## config.mk

```make
export PLATFORM = sky130hd
export DESIGN_NAME = exec_core
export DESIGN_NICKNAME = d
export VERILOG_FILES = /design/src/common/cpu16_pkg.sv /design/src/design/decoder.sv /design/src/design/regfile.sv /design/src/design/alu.sv /design/src/design/exec_core.sv
export VERILOG_INCLUDE_DIRS = /design/src /design/src/common
export SDC_FILE = /design/constraint.sdc
export NUM_CORES = 1
export LEC_CHECK = 0
export BUFFER_PORTS_ARGS = -buffer_cell sky130_fd_sc_hd__buf_2
export CAP_MARGIN = 10
export CORE_MARGIN = 2
export CORE_UTILIZATION = 25
export CTS_BUF_LIST = sky130_fd_sc_hd__clkbuf_8
export DETAILED_ROUTE_END_ITERATION = 8
export PLACE_DENSITY_LB_ADDON = 0.25
export SLEW_MARGIN = 5
export SYNTH_ARGS = -nofsm -noshare
export SYNTH_HDL_FRONTEND = slang
export SYNTH_SLANG_ARGS = --single-unit
```

## constraint.sdc

```tcl
create_clock -name clk -period 8.2 [get_ports clk]
set_input_delay 1.64 -clock clk [delete_from_list [all_inputs] [get_ports clk]]
set_output_delay 1.64 -clock clk [all_outputs]
set_load 0.02 [all_outputs]
```

## src/common/cpu16_macros.svh

```systemverilog
// Opcode patterns hold ? bits and are meant for casez only; CMPI and CMPUI match a zero nibble
`ifndef CPU16_MACROS_SVH
`define CPU16_MACROS_SVH

`define NUM_REGS 16

// Flag bit positions, Z C F L N from bit 4 down
`define FLAG_Z 4
`define FLAG_C 3
`define FLAG_F 2
`define FLAG_L 1
`define FLAG_N 0

// Opcode is {instr[15:12], instr[7:4]}
`define OPC_ADD    8'b0000_0101
`define OPC_ADDI   8'b0101_????
`define OPC_ADDU   8'b0000_0110
`define OPC_ADDUI  8'b0110_????
`define OPC_ADDC   8'b0000_0111
`define OPC_ADDCI  8'b0111_????
`define OPC_ADDCU  8'b0000_0100
`define OPC_ADDCUI 8'b1010_????
`define OPC_SUB    8'b0000_1001
`define OPC_SUBI   8'b1001_????
`define OPC_CMP    8'b0000_1011
`define OPC_CMPI   8'b1011_0000
`define OPC_CMPU   8'b0000_1000
`define OPC_CMPUI  8'b1100_0000
`define OPC_AND    8'b0000_0001
`define OPC_ANDI   8'b0001_????
`define OPC_OR     8'b0000_0010
`define OPC_ORI    8'b0010_????
`define OPC_XOR    8'b0000_0011
`define OPC_XORI   8'b0011_????
`define OPC_NOT    8'b0000_1111
`define OPC_LSH    8'b1000_0100
`define OPC_LSHI   8'b1000_000?
`define OPC_RSH    8'b1000_0101
`define OPC_RSHI   8'b1000_001?
`define OPC_ALSH   8'b1000_0110
`define OPC_ALSHI  8'b1000_100?
`define OPC_ARSH   8'b1000_0111
`define OPC_ARSHI  8'b1000_101?
`define OPC_LOAD   8'b0100_0000
`define OPC_STOR   8'b0100_0100
`define OPC_JALR   8'b0100_1000
`define OPC_JCOND  8'b0100_1100
`define OPC_NOP    8'b0000_0000

// Jcond condition codes in instr[11:8]; 4'b1111 never jumps
`define COND_EQ  4'b0000
`define COND_NE  4'b0001
`define COND_CS  4'b0010
`define COND_CC  4'b0011
`define COND_HI  4'b0100
`define COND_LS  4'b0101
`define COND_GT  4'b0110
`define COND_LE  4'b0111
`define COND_FS  4'b1000
`define COND_FC  4'b1001
`define COND_LO  4'b1010
`define COND_HS  4'b1011
`define COND_LT  4'b1100
`define COND_GE  4'b1101
`define COND_UNC 4'b1110

`endif

```

## src/common/cpu16_pkg.sv

```systemverilog
// Core types; the register index width follows NUM_REGS and the flag order is Z C F L N
`default_nettype none

`include "cpu16_macros.svh"

package cpu16_pkg;

	typedef logic [15:0] word_t;
	typedef logic [$clog2(`NUM_REGS)-1:0] reg_idx_t;

	// Upper opcode nibble, then extension bits 7 to 4
	typedef logic [7:0] opcode_t;

	typedef logic [4:0] flags_t;

	// Failed Jcond is reported as R_TYPE
	typedef enum logic [1:0] {
		R_TYPE = 2'b00,
		I_TYPE = 2'b01,
		P_TYPE = 2'b10,
		J_TYPE = 2'b11
	} instr_type_t;

	typedef enum logic [3:0] {
		OP_ADD,
		OP_ADDC,
		OP_SUB,
		OP_AND,
		OP_OR,
		OP_XOR,
		OP_NOT,
		OP_LSH,
		OP_RSH,
		OP_ALSH,
		OP_ARSH,
		OP_PASS_B
	} alu_op_t;

endpackage

`default_nettype wire

```

## src/design/decoder.sv

```systemverilog
// Combinational only; unsigned forms share the signed ALU ops and invalid opcodes do nothing
`timescale 1ns/100ps
`default_nettype none

`include "cpu16_macros.svh"

module decoder (
	input  cpu16_pkg::word_t       instr,
	input  logic                   instr_valid,
	input  cpu16_pkg::flags_t      flags,
	output cpu16_pkg::reg_idx_t    rd_a_idx,
	output cpu16_pkg::reg_idx_t    rd_b_idx,
	output cpu16_pkg::reg_idx_t    wr_idx,
	output cpu16_pkg::alu_op_t     alu_op,
	output logic                   use_imm,
	output cpu16_pkg::word_t       imm,
	output logic                   set_flags,
	output logic                   wb_en,
	output logic                   wb_sel_mem,
	output logic                   wb_sel_link,
	output logic                   mem_we,
	output logic                   jump_taken,
	output cpu16_pkg::instr_type_t itype
);
	import cpu16_pkg::*;

	opcode_t opcode;
	logic    cond_met;
	logic    is_store;
	logic    arith_op;

	assign opcode = {instr[15:12], instr[7:4]};

	// Jcond condition over the stored flags
	always_comb
	begin
		case (instr[11:8])
			`COND_EQ:  cond_met = flags[`FLAG_Z];
			`COND_NE:  cond_met = !flags[`FLAG_Z];
			`COND_CS:  cond_met = flags[`FLAG_C];
			`COND_CC:  cond_met = !flags[`FLAG_C];
			`COND_HI:  cond_met = flags[`FLAG_L];
			`COND_LS:  cond_met = !flags[`FLAG_L];
			`COND_GT:  cond_met = flags[`FLAG_N];
			`COND_LE:  cond_met = !flags[`FLAG_N];
			`COND_FS:  cond_met = flags[`FLAG_F];
			`COND_FC:  cond_met = !flags[`FLAG_F];
			`COND_LO:  cond_met = !flags[`FLAG_L] && !flags[`FLAG_Z];
			`COND_HS:  cond_met = flags[`FLAG_L] || flags[`FLAG_Z];
			`COND_LT:  cond_met = !flags[`FLAG_N] && !flags[`FLAG_Z];
			`COND_GE:  cond_met = flags[`FLAG_N] || flags[`FLAG_Z];
			`COND_UNC: cond_met = 1'b1;
			default:   cond_met = 1'b0;
		endcase
	end

	// Instruction class, operand fields and write-back control
	always_comb
	begin
		rd_a_idx = instr[11:8];
		rd_b_idx = instr[3:0];
		wr_idx = instr[11:8];
		use_imm = 1'b0;
		imm = '0;
		itype = R_TYPE;
		wb_en = 1'b0;
		wb_sel_mem = 1'b0;
		wb_sel_link = 1'b0;
		is_store = 1'b0;
		casez (opcode)
			`OPC_ADDI, `OPC_ADDUI, `OPC_ADDCI, `OPC_ADDCUI, `OPC_SUBI,
			`OPC_CMPI, `OPC_CMPUI, `OPC_ANDI, `OPC_ORI, `OPC_XORI:
			begin
				use_imm = 1'b1;
				imm = {{8{instr[7]}}, instr[7:0]};
				itype = I_TYPE;
				wb_en = !(opcode == `OPC_CMPI || opcode == `OPC_CMPUI);
			end
			`OPC_LSHI, `OPC_RSHI, `OPC_ALSHI, `OPC_ARSHI:
			begin
				use_imm = 1'b1;
				// Shift amounts are unsigned
				imm = {11'd0, instr[4:0]};
				itype = I_TYPE;
				wb_en = 1'b1;
			end
			`OPC_ADD, `OPC_ADDU, `OPC_ADDC, `OPC_ADDCU, `OPC_SUB, `OPC_CMP, `OPC_CMPU,
			`OPC_AND, `OPC_OR, `OPC_XOR, `OPC_NOT, `OPC_LSH, `OPC_RSH, `OPC_ALSH,
			`OPC_ARSH, `OPC_NOP:
			begin
				wb_en = !(opcode == `OPC_CMP || opcode == `OPC_CMPU || opcode == `OPC_NOP);
			end
			`OPC_LOAD:
			begin
				itype = P_TYPE;
				wb_en = 1'b1;
				wb_sel_mem = 1'b1;
			end
			`OPC_STOR:
			begin
				itype = P_TYPE;
				is_store = 1'b1;
			end
			`OPC_JALR:
			begin
				itype = J_TYPE;
				wb_en = 1'b1;
				wb_sel_link = 1'b1;
			end
			// Untaken Jcond behaves as a NOP
			`OPC_JCOND: itype = cond_met ? J_TYPE : R_TYPE;
			default: itype = R_TYPE;
		endcase
	end

	// ALU operation, pass-through for anything without arithmetic
	always_comb
	begin
		casez (opcode)
			`OPC_ADD, `OPC_ADDI, `OPC_ADDU, `OPC_ADDUI:      alu_op = OP_ADD;
			`OPC_ADDC, `OPC_ADDCI, `OPC_ADDCU, `OPC_ADDCUI:  alu_op = OP_ADDC;
			`OPC_SUB, `OPC_SUBI, `OPC_CMP, `OPC_CMPI,
			`OPC_CMPU, `OPC_CMPUI:                           alu_op = OP_SUB;
			`OPC_AND, `OPC_ANDI:                             alu_op = OP_AND;
			`OPC_OR, `OPC_ORI:                               alu_op = OP_OR;
			`OPC_XOR, `OPC_XORI:                             alu_op = OP_XOR;
			`OPC_NOT:                                        alu_op = OP_NOT;
			`OPC_LSH, `OPC_LSHI:                             alu_op = OP_LSH;
			`OPC_RSH, `OPC_RSHI:                             alu_op = OP_RSH;
			`OPC_ALSH, `OPC_ALSHI:                           alu_op = OP_ALSH;
			`OPC_ARSH, `OPC_ARSHI:                           alu_op = OP_ARSH;
			default:                                         alu_op = OP_PASS_B;
		endcase
	end

	assign arith_op = (alu_op == OP_ADD) || (alu_op == OP_ADDC) || (alu_op == OP_SUB);

	// Side effects only for a valid instruction
	assign set_flags = instr_valid && arith_op;
	assign mem_we = instr_valid && is_store;
	assign jump_taken = instr_valid && (itype == J_TYPE);

	always_comb
	begin
		a_wb_store_excl: assert final (!(wb_en && mem_we))
		else $error("decoder: write-back and store requested together");
	end

endmodule

`default_nettype wire

```

## src/design/regfile.sv

```systemverilog
// All registers clear on reset; reads are asynchronous and return the old value during a write
`timescale 1ns/100ps
`default_nettype none

`include "cpu16_macros.svh"

module regfile (
	input  logic                clk,
	input  logic                arst_n,
	input  logic                wr_en,
	input  cpu16_pkg::reg_idx_t wr_idx,
	input  cpu16_pkg::word_t    wr_data,
	input  cpu16_pkg::reg_idx_t rd_a_idx,
	input  cpu16_pkg::reg_idx_t rd_b_idx,
	output cpu16_pkg::word_t    rd_a_data,
	output cpu16_pkg::word_t    rd_b_data
);
	import cpu16_pkg::*;

	word_t regs [`NUM_REGS];

	// One write port, taken at the edge
	always_ff @(posedge clk or negedge arst_n)
	begin
		if (!arst_n)
		begin
			for (int i = 0; i < `NUM_REGS; i++)
				regs[i] <= '0;
		end
		else if (wr_en)
		begin
			regs[wr_idx] <= wr_data;
		end
	end

	assign rd_a_data = regs[rd_a_idx];
	assign rd_b_data = regs[rd_b_idx];

	a_wr_idx_known: assert property (
		@(posedge clk) disable iff (!arst_n)
		wr_en |-> !$isunknown(wr_idx)
	) else $error("regfile: write with unknown index");

endmodule

`default_nettype wire

```

## src/design/alu.sv

```systemverilog
// Shifts use the low five bits of operand B; Z, L and N compare the operands, not the result
`timescale 1ns/100ps
`default_nettype none

`include "cpu16_macros.svh"

module alu (
	input  logic               clk,
	input  logic               arst_n,
	input  cpu16_pkg::word_t   a,
	input  cpu16_pkg::word_t   b,
	input  cpu16_pkg::word_t   imm,
	input  logic               use_imm,
	input  cpu16_pkg::alu_op_t alu_op,
	input  logic               set_flags,
	output cpu16_pkg::flags_t  flags,
	output cpu16_pkg::word_t   result
);
	import cpu16_pkg::*;

	word_t        b_eff;
	logic [4:0]   shamt;
	logic         carry_in;
	logic [16:0]  add_full;
	logic [16:0]  sub_full;
	flags_t       flags_next;

	assign b_eff = use_imm ? imm : b;
	assign shamt = b_eff[4:0];

	// ADDC takes the stored carry
	assign carry_in = (alu_op == OP_ADDC) && flags[`FLAG_C];
	assign add_full = {1'b0, a} + {1'b0, b_eff} + {16'd0, carry_in};
	// Bit 16 is the borrow
	assign sub_full = {1'b0, a} - {1'b0, b_eff};

	always_comb
	begin
		case (alu_op)
			OP_ADD, OP_ADDC: result = add_full[15:0];
			OP_SUB:          result = sub_full[15:0];
			OP_AND:          result = a & b_eff;
			OP_OR:           result = a | b_eff;
			OP_XOR:          result = a ^ b_eff;
			OP_NOT:          result = ~b_eff;
			// Arithmetic left shift is the same as logical
			OP_LSH, OP_ALSH: result = a << shamt;
			OP_RSH:          result = a >> shamt;
			OP_ARSH:         result = $signed(a) >>> shamt;
			default:         result = b_eff;
		endcase
	end

	// CR16 compare sense for Z, L and N
	always_comb
	begin
		flags_next[`FLAG_Z] = (a == b_eff);
		flags_next[`FLAG_L] = (b_eff > a);
		flags_next[`FLAG_N] = ($signed(b_eff) > $signed(a));
		if (alu_op == OP_SUB)
		begin
			flags_next[`FLAG_C] = sub_full[16];
			flags_next[`FLAG_F] = (a[15] != b_eff[15]) && (sub_full[15] != a[15]);
		end
		else
		begin
			flags_next[`FLAG_C] = add_full[16];
			flags_next[`FLAG_F] = (a[15] == b_eff[15]) && (add_full[15] != a[15]);
		end
	end

	always_ff @(posedge clk or negedge arst_n)
	begin
		if (!arst_n)
			flags <= '0;
		else if (set_flags)
			flags <= flags_next;
	end

	a_flags_known: assert property (
		@(posedge clk) disable iff (!arst_n)
		!$isunknown(flags)
	) else $error("alu: flag register holds X");

endmodule

`default_nettype wire

```

## src/design/exec_core.sv

```systemverilog
// Single-cycle core; pc and instruction come from outside and there is no stall or back-pressure
`timescale 1ns/100ps
`default_nettype none

module exec_core (
	input  logic                clk,
	input  logic                arst_n,
	input  cpu16_pkg::word_t    instr,
	input  logic                instr_valid,
	input  cpu16_pkg::word_t    pc,
	input  cpu16_pkg::word_t    mem_rdata,
	output cpu16_pkg::word_t    mem_addr,
	output cpu16_pkg::word_t    mem_wdata,
	output logic                mem_we,
	output logic                jump_taken,
	output cpu16_pkg::word_t    jump_target,
	output logic                wb_en_o,
	output cpu16_pkg::reg_idx_t wb_idx,
	output cpu16_pkg::word_t    wb_data,
	output cpu16_pkg::flags_t   flags
);
	import cpu16_pkg::*;

	reg_idx_t    rd_a_idx;
	reg_idx_t    rd_b_idx;
	word_t       rd_a_data;
	word_t       rd_b_data;
	alu_op_t     alu_op;
	logic        use_imm;
	word_t       imm;
	logic        set_flags;
	logic        dec_wb_en;
	logic        wb_sel_mem;
	logic        wb_sel_link;
	word_t       alu_result;

	decoder decoder_i (
		.instr       (instr),
		.instr_valid (instr_valid),
		.flags       (flags),
		.rd_a_idx    (rd_a_idx),
		.rd_b_idx    (rd_b_idx),
		.wr_idx      (wb_idx),
		.alu_op      (alu_op),
		.use_imm     (use_imm),
		.imm         (imm),
		.set_flags   (set_flags),
		.wb_en       (dec_wb_en),
		.wb_sel_mem  (wb_sel_mem),
		.wb_sel_link (wb_sel_link),
		.mem_we      (mem_we),
		.jump_taken  (jump_taken),
		.itype       ()
	);

	regfile regfile_i (
		.clk       (clk),
		.arst_n    (arst_n),
		.wr_en     (wb_en_o),
		.wr_idx    (wb_idx),
		.wr_data   (wb_data),
		.rd_a_idx  (rd_a_idx),
		.rd_b_idx  (rd_b_idx),
		.rd_a_data (rd_a_data),
		.rd_b_data (rd_b_data)
	);

	alu alu_i (
		.clk       (clk),
		.arst_n    (arst_n),
		.a         (rd_a_data),
		.b         (rd_b_data),
		.imm       (imm),
		.use_imm   (use_imm),
		.alu_op    (alu_op),
		.set_flags (set_flags),
		.flags     (flags),
		.result    (alu_result)
	);

	// Rb addresses memory and jumps, Ra is the store data
	assign mem_addr = rd_b_data;
	assign mem_wdata = rd_a_data;
	assign jump_target = rd_b_data;

	assign wb_en_o = instr_valid && dec_wb_en;

	// Link beats load beats ALU
	assign wb_data = wb_sel_link ? word_t'(pc + 16'd1) :
	                 wb_sel_mem  ? mem_rdata :
	                 alu_result;

endmodule

`default_nettype wire

```

# == After elaboration in Yosys (flattened, before gate mapping) ==
# Cells that the tools add are included.
# totals
input_bits,51
output_inout_bits,76
register_bits,261
wordCells,167
# op_classes
reduce_logical,45
n_shift,3
eq_ne,63
add_sub_neg,4
n_bitwise,6
magnitude_cmp,5
muxes,24
# ops
cell,n
256-bit bitwise mux,1
16-bit one-hot mux with 9 select lines,1
16-bit binary-select mux with 4-bit select,2
16-bit 2-to-1 mux,8
16-bit demux with 4-bit select,1
4-bit == test (second input constant),12
8-bit == test (second input constant),6
4-bit by 3-bit == test with 1-bit output (second input constant),11
4-bit one-hot mux with 11 select lines,1
8-bit by 3-bit == test with 1-bit output (second input constant),4
8-bit by 4-bit == test with 1-bit output (second input constant),4
8-bit by 7-bit == test with 1-bit output (second input constant),4
16-bit greater-than comparator,2
16-bit one-hot mux with 2 select lines,1
7-bit == test (second input constant),4
4-bit by 2-bit == test with 1-bit output (second input constant),6
2-bit OR reduction,10
16-bit by 16-bit adder with 17-bit output,1
17-bit by 1-bit adder with 17-bit output,1
16-bit by 16-bit subtractor with 17-bit output,1
16-bit by 1-bit adder with 16-bit output (second input constant),1
16-bit bitwise AND,1
16-bit == test,1
8-bit by 2-bit == test with 1-bit output (second input constant),2
other kinds (29),64

# == Longest topological paths before layout ==
# Gate-level depths: netlist (run 1).
# depth
word_depth,11
ltp_mapped,23

# == By module ==
# A second synthesis (run 1) with hierarchy kept.
# hier_totals
hier_cells,1861
area_unflattened_um2,20654.8
# by_module_without_submodules
module,instances,area_each_um2,cells_per_inst,seq_area_each_um2
regfile,1,13470.4,849,6406.1
alu,1,5345.1,736,125.1
decoder,1,1022.2,161,0.0
exec_core,1,817.0,115,0.0

# == Worst setup path before layout (run 1) ==
# No wires, ideal clock.
# synth_timing
kind,input to output
start,input port instr[1]
end,output port wb_data[14]
cell_stages,21
n_path_buf,7
path_slack_ps,-135
arrival_ps,6695
required_ps,6560
path_cell_list,buf_4 > buf_4 > clkbuf_1 > clkbuf_1 > mux4_2 > mux4_2 > a22oi_1 > inv_1 > ha_1 > clkbuf_1 > inv_1 > nor4_1 > nor3_1 > o41ai_1 > a21oi_1 > nor4_1 > a41o_1 > nor4bb_1 > buf_2 > buf_4 > o22ai_1
# synth_via
elab_chain_len,10
word_cells_on_any_way,19
# synth_rtl
item,line,text
"start, declared",exec_core.sv:8,"input cpu16_pkg::word_t instr,"
4-bit inverter with 5-bit output (implied by the code) *,regfile.sv:37,assign rd_b_data = regs[rd_b_idx];
16-bit binary-select mux with 4-bit select *,regfile.sv:37,
16-bit 2-to-1 mux (implied by the code) * (2 in series),regfile.sv:37,
named net jump_target[5],exec_core.sv:16,"output cpu16_pkg::word_t jump_target,"
16-bit 2-to-1 mux *,alu.sv:28,assign b_eff = use_imm ? imm : b;
16-bit by 16-bit adder with 17-bit output,alu.sv:33,"assign add_full = {1'b0, a} + {1'b0, b_eff} + {16'd0, carry_in};"
17-bit by 1-bit adder with 17-bit output,alu.sv:33,
16-bit one-hot mux with 9 select lines *,alu.sv:39,case (alu_op)
16-bit 2-to-1 mux *,exec_core.sv:90,wb_sel_mem ? mem_rdata :
16-bit 2-to-1 mux *,exec_core.sv:89,assign wb_data = wb_sel_link ? word_t'(pc + 16'd1) :
"end, declared",exec_core.sv:19,"output cpu16_pkg::word_t wb_data,"
# Mark *: on every way through the listed nets, which the timed path passes. The rest lies on a longest branch. The select of a mux whose other input is x is not followed.

# == Worst setup path after layout (run 1) ==
# layout_timing
start,input port instr[0]
end,output port wb_data[15]
# layout_via
elab_chain_len,10
word_cells_on_any_way,19
# layout_rtl
item,line
4-bit inverter with 5-bit output (implied by the code),regfile.sv:37
16-bit binary-select mux with 4-bit select,regfile.sv:37
16-bit 2-to-1 mux (implied by the code) (2 in series),regfile.sv:37
16-bit 2-to-1 mux *,alu.sv:28
16-bit by 16-bit adder with 17-bit output,alu.sv:33
17-bit by 1-bit adder with 17-bit output,alu.sv:33
16-bit one-hot mux with 9 select lines *,alu.sv:39
16-bit 2-to-1 mux *,exec_core.sv:90
16-bit 2-to-1 mux *,exec_core.sv:89
# Mark *: on every way between the ends. The rest lies on a longest branch, timed or not. The select of a mux whose other input is x is not followed.

==> impl_metrics.yaml, run 1 <==
pwr:
  power_density_nw_per_um2: 299
  p_leak_nw: 10.5
  irDropWorstVdd_mv: 0.118
  finalPower_mw: 7.34
setup_path:
  arrival_ps: 6320
  cpPeakStageDelay_ps: 610
  path_common_cell: "buf_4"
  worstPathRequired_ps: 6560
  startpoint_type: "input port"
  crit_fanout: 18
  cp_slowest_cell: "mux4_2"
  worst_setup_path_end_kind: "output pin"
  path_cells: "buf_4 -> buf_12 -> buf_12 -> mux4_2 -> mux4_2 -> nand2_1 -> nand2_1 -> ha_1 -> buf_4 -> a221o_1 -> a311oi_2 -> o311a_1 -> buf_4 -> o211ai_1 -> and3_1 -> o21ai_0 -> a41oi_2 -> a21boi_1 -> buf_2"
  criticalPathCategory: "input port to output pin"
run:
  maxCapViolations: 0
yosys:
  synth-seq-area-share_pct: 31.6
  synth_top_family_by_area: "multiplexers"
  synth_ff_type: "dfrtp_1"
  async_flop_share_pct: 100
  synthMuxAreaShare_pct: 28.3
  synthSimpleGateAreaFrac_pct: 11.8
  syn-cell-area_sq_um: 20700
  syn_nets: 2137
  synth-xor-area-share_pct: 0.890
  ys_ff_latch: 261
  synth_edf_count: 0
  synth-compound-area-share_pct: 17.5
  synth_cell_type_count: 94
  yosysWarnings: 0
  synth_fa_ha_area_share_pct: 4.29
  postSynthCellCount: 2017
  syn_avg_cell_area_sq_um: 10.2
clock_network:
  cts_sinks: 261
  clkTransAtPathRegs_ps: 50
  h-tree-depth: 2
  cts_buffer_depth: 3
  clockRootBuffer: "clkbuf_8"
  insertion_delay_ps: 650
  cts_buffers: 48
  postCtsHoldBufs: 0
  cts_tree: "done"
finish:
  area_growth_pct: 18.9
  nNetsFinal: 2342
  final_core_utilization_pct: 30.0
  drive_gt1_share_pct: 35.6
route:
  drtIter0Drc: 1790
  vias_per_cell: 5.69
  first_pass_iters: 6
  finalWirelength_mm: 91.9
  ant_nets: 0
  drc: 0
  wl_per_cell_um: 27.6
  via_count: 18900
global_route:
  grt_pass1_vias: 19000
  antenna_found_initial: 4
  grt_pass1_wl_mm: 134
  grt_start_max_net_pins: 161
  grt_overflow: 0
  grt_usage_pct: 21.1
worst_hold_path:
  hp-class: "register to register"
timing:
  whs_ps: 509
  setup-tns-final_ps: 0
  fin_crit_ps: 7960
  maxSlewHeadroom_pct: 18.1
  skew_ps: 41.7
  report.final.slew_viol_count: 0
  final_hold_viol_count: 0
  worstMarginPinSlew_ps: 1230
  fmax_ghz: 0.126
  rsz0062_at_grt: "no"
  setup_violations: 0
  period_share_pct: 97.1
outcome:
  status: "completed"
floorplan:
  rows: 105
  start_util_pct: 25.2
  die_x_um: 292
  die-area_sq_um: 85000
  ioPinCount: 127
  die_y_um: 292
  design.core.area_sq_um: 82000
place:
  dp_hpwl_mm: 68.3
  portBuffers: 126
  gp_congestion: 1.01
synth_stat cells (all sizes together), types with 35 or more instances:
library cell | n | area (sq um)
dfrtp | 261 | 6530
nand3 | 51 | 255
nor2 | 166 | 628
nor3 | 67 | 335
mux2i | 56 | 561
o21ai | 122 | 611
clkbuf | 84 | 315
nand2 | 97 | 364
a21oi | 112 | 568
ha | 66 | 826
buf | 99 | 617
a31oi | 35 | 231
mux2 | 185 | 2080
inv | 62 | 233
mux4 | 142 | 3200
where the power goes:
group / switching [mW] / total [mW] / internal, mW
clock: 0.596 / 1.32 / 0.720
combinational: 2.26 / 3.91 / 1.65
sequential: 0.363 / 2.11 / 1.75
repair_timing:
item	in CTS	in global routing
gates resized for setup	3	6
pin swaps	0	1
buffers inserted	0	1
setup endpoints to repair	2	5
worst paths after layout:
| path | slack [ps] | from | cells after the start | end |
|---|---|---|---|---|
| setup / recovery | 240 | instr[0] | 19 | wb_data[15] |
| hold / removal | 510 | regfile_i.regs[128] | 2 | regfile_i.regs[128] |
| setup reg to reg | 3070 | regfile_i.regs[48] | 20 | regfile_i.regs[232] |
| hold reg to reg | 510 | regfile_i.regs[128] | 2 | regfile_i.regs[128] |
| max in group asynchronous | 5720 | arst_n | 2 | regfile_i.regs[161] |
| min in group asynchronous | 1050 | arst_n | 1 | regfile_i.regs[75] |
routing by layer:
layer	up-vias	track usage [%]	routed length, um
met5	-	0	12
met1	9699	28.0	39100
met4	2	9.00	4040
met2	886	33.7	42100
met3	208	4.09	6710
li1	8129	-	-
logic make-up after synthesis:
group	count (synthesis)
simple gates	503
compound gates	531
mux	383
xor+xnor	21
buf+inv	249
flops	261
fa+ha+maj	69
per-stage QoR:
step                cell area (sq um)  setup WS (ps)  instances
finish                          24600            239       3328
global route                    24600           5.68       3327
CTS                             24500           71.2       3323
detailed placement              23500          -97.0       3241
global placement                23500           -116       3241
floorplan                       20700           35.0       2017
critical path, delay by kind of cell:
family | cells | cell delay [ps]
compound gates | 7 | 1770
fa+ha+maj | 1 | 340
buf+inv | 6 | 960
mux | 2 | 1120
simple gates | 3 | 450
placed cells by master (no fill, tap or decap), drive strengths merged, types with 14 or more instances in the layout:
| master | count |
|---|---|
| a31oi | 35 |
| nor2 | 166 |
| nor3 | 67 |
| a21oi | 112 |
| nor2b | 15 |
| o31ai | 30 |
| nand2 | 97 |
| clkbuf | 63 |
| buf | 338 |
| mux2i | 56 |
| o211ai | 19 |
| nand3 | 51 |
| or2 | 14 |
| ha | 66 |
| inv | 74 |
| o21ai | 122 |
| a211oi | 31 |
| dfrtp | 261 |
| mux2 | 185 |
| a22oi | 28 |
| mux4 | 142 |
flip-flops by register name (all words and copies together) (netlist names):
register	cells
regfile_i.regs	256
alu_i.flags	5
layout make-up:
| cell class | count | area [sq um] |
|---|---|---|
| diodes | 4 | 10.0 |
| fillers | 8518 | 57400 |
| clock inverters | 19 | 136 |
| repair buffers | 338 | 2320 |
| well taps | 1070 | 1340 |
| multi-input cells | 1507 | 13100 |
| flip-flops and latches | 261 | 6530 |
| inverters | 66 | 248 |
| clock buffers | 63 | 867 |
No activity file was read; power rests on OpenSTA's default activity.
==> run 2: changes to the inputs <==
--- a/config.mk
+++ b/config.mk
@@ -10,7 +10,7 @@
 export CAP_MARGIN = 10
 export CORE_MARGIN = 2
 export CORE_UTILIZATION = 25
-export CTS_BUF_LIST = sky130_fd_sc_hd__clkbuf_8
+export CTS_BUF_LIST = sky130_fd_sc_hd__clkbuf_8 sky130_fd_sc_hd__clkbuf_16
 export DETAILED_ROUTE_END_ITERATION = 8
 export PLACE_DENSITY_LB_ADDON = 0.25
 export SLEW_MARGIN = 5
==> run 2 against run 1 <==
  * Wire length shrank 0.29%
  * First-iteration DRC count up 0.11%
  * Critical path depth unchanged
==> impl_metrics.yaml, run 2 (same netlist as run 1, synthesis figures left out) <==
outcome:
  status: "completed"
finish:
  largest_register_ffs: 256
  final_common_cell: "dfrtp_1"
  regMostFlops: "regfile_i.regs"
  stdcell_area_sq_um: 24500
  diodes: 0
  drive_gt1_share_pct: 34.8
  fillCellCount: 8523
  fin_cells: 3294
  area_growth_pct: 18.6
  reg_top3: "regfile_i.regs: 256 flops, alu_i.flags: 5 flops"
  nNetsFinal: 2325
  final_core_utilization_pct: 29.9
  mostFrequentLayoutCells: "dfrtp_1, buf_4, mux2_2"
pwr:
  irDropWorstVdd_mv: 0.182
  sw_frac_of_total_pct: 43.3
  p_comb_share_pct: 53.2
  seqPwrFrac_pct: 28.7
  power.share.clock_pct: 18.0
  power_density_nw_per_um2: 300
  p_leak_nw: 10.4
  p_int_mw: 4.17
  switchingPower_mw: 3.18
route:
  via_count: 18700
  wl_met1_mm: 39.2
  first_pass_iters: 5
  vias_per_cell: 5.69
  drtIter0Drc: 1792
  wl_per_cell_um: 27.8
  wl_met3_mm: 6.59
  ant_nets: 0
  drc: 0
  wl_met2_mm: 42.1
  dr.max_layer_used: "met4"
  finalWirelength_mm: 91.7
setup_path:
  cp_slowest_cell: "mux4_2"
  worstPathRequired_ps: 6560
  path_cells: "buf_4 -> buf_12 -> buf_12 -> mux4_2 -> mux4_2 -> nand2_1 -> nand2_1 -> ha_1 -> buf_4 -> a221o_1 -> a311oi_2 -> o311a_1 -> buf_4 -> o211ai_1 -> and3_1 -> o21ai_0 -> a41oi_2 -> a21boi_1 -> buf_2"
  path_common_cell: "buf_4"
  criticalPathCategory: "input port to output pin"
  crit_fanout: 18
  crit_buf_inv: 6
  crit_family: "compound AO/OA/AOI/OAI gates"
  startpoint_type: "input port"
  cpPeakStageDelay_ps: 600
  worst_setup_path_end_kind: "output pin"
  arrival_ps: 6300
floorplan:
  rows: 105
  start_util_pct: 25.2
  die_y_um: 292
  die_x_um: 292
  die-area_sq_um: 85000
  ioPinCount: 127
  design.core.area_sq_um: 82000
timing:
  fin_ws_ps: 259
  worstMarginPinSlew_ps: 1300
  fmax_ghz: 0.126
  maxSlewHeadroom_pct: 13.5
  final_hold_viol_count: 0
  rsz0062_at_grt: "no"
  skew_ps: 41.5
  fin_crit_ps: 7940
  period_share_pct: 96.8
  report.final.slew_viol_count: 0
  setup_violations: 0
worst_hold_path:
  hp-class: "register to register"
clock_network:
  clkTransAtPathRegs_ps: 60
  cts_buffer_depth: 3
  cts_buffers: 31
  postCtsHoldBufs: 0
  cts_sinks: 261
  insertion_delay_ps: 600
  cts_tree: "done"
  h-tree-depth: 1
  clockRootBuffer: "clkbuf_16"
global_route:
  grt_pass1_vias: 18800
  grt_overflow: 0
  grt_pass1_wl_mm: 133
  antenna_found_initial: 2
  grt_usage_pct: 21.0
  grt_start_max_net_pins: 161
place:
  gp_congestion: 1.01
  portBuffers: 126
  place_area_sq_um: 23500
  place_ws_ps: -97.0
  placedCellCount: 3241
  dp_hpwl_mm: 68.3
run:
  maxCapViolations: 0
[run 2: changes by cell type in the layout (fill, tap and decap cells not counted), sizes merged]
cell / previous run / this run
diode: 4 / 0
clkbuf: 63 / 34
clkinv: 8 / 10
clkinvlp: 2 / 0
inv: 74 / 72
bufinv: 1 / 2
[run 2: stage by stage]
| stage | hold slack, ps | total power, mW | setup TNS (ps) |
|---|---|---|---|
| after global routing | 533 | 7.75 | 0 |
| after floorplan | 461 | 4.45 | 0 |
| final | 508 | 7.35 | 0 |
| after CTS | 511 | 7.32 | 0 |
| after global placement | 485 | 5.92 | -116 |
| after detailed placement | 498 | 5.96 | -97.0 |
[run 2: routing by layer]
metal	global-route usage, %	vias to the layer above
met5	0	-
met4	7.97	0
met3	3.78	183
met2	33.9	817
met1	28.0	9646
li1	-	8081
[run 2: worst paths after layout]
check                              startpoint                  end  slack, ps  cells past startpoint
min in group asynchronous              arst_n  regfile_i.regs[123]       1070                      1
hold reg to reg            regfile_i.regs[32]   regfile_i.regs[32]        510                      2
max in group asynchronous              arst_n  regfile_i.regs[144]       5680                      2
hold / removal             regfile_i.regs[32]   regfile_i.regs[32]        510                      2
setup / recovery                     instr[0]          wb_data[15]        260                     19
setup reg to reg           regfile_i.regs[48]    regfile_i.regs[8]       3050                     20
[run 2: layout make-up]
| type | count | area [sq um] | area share (%) |
|---|---|---|---|
| multi-input cells | 1507 | 13100 | 53.5 |
| well taps | 1070 | 1340 | 5.46 |
| inverters | 66 | 248 | 1.01 |
| repair buffers | 338 | 2320 | 9.46 |
| clock buffers | 34 | 817 | 3.33 |
| clock inverters | 18 | 140 | 0.572 |
| flip-flops and latches | 261 | 6530 | 26.6 |
[run 2: power by group through the flow]
stage	Clock [mW]	Sequential, mW	Combinational, mW
6_report	1.33	2.11	3.91
5_1_grt	1.41	2.17	4.18
4_1_cts	1.36	2.10	3.86
3_5_place_dp	0	2.12	3.84
3_3_place_gp	0	2.09	3.82
2_1_floorplan	0	1.99	2.46
[run 2: worst min-delay path: stages, from the launching register on]
cell	delay (ps)
dfrtp_1	360
nand2_1	50
o21ai_0	70
[run 2: timing repair]
item | 4_1_cts | 5_1_grt
pin swaps | 0 | 1
gates resized for setup | 3 | 6
endpoints found under the setup margin | 2 | 5
setup buffers | 0 | 1
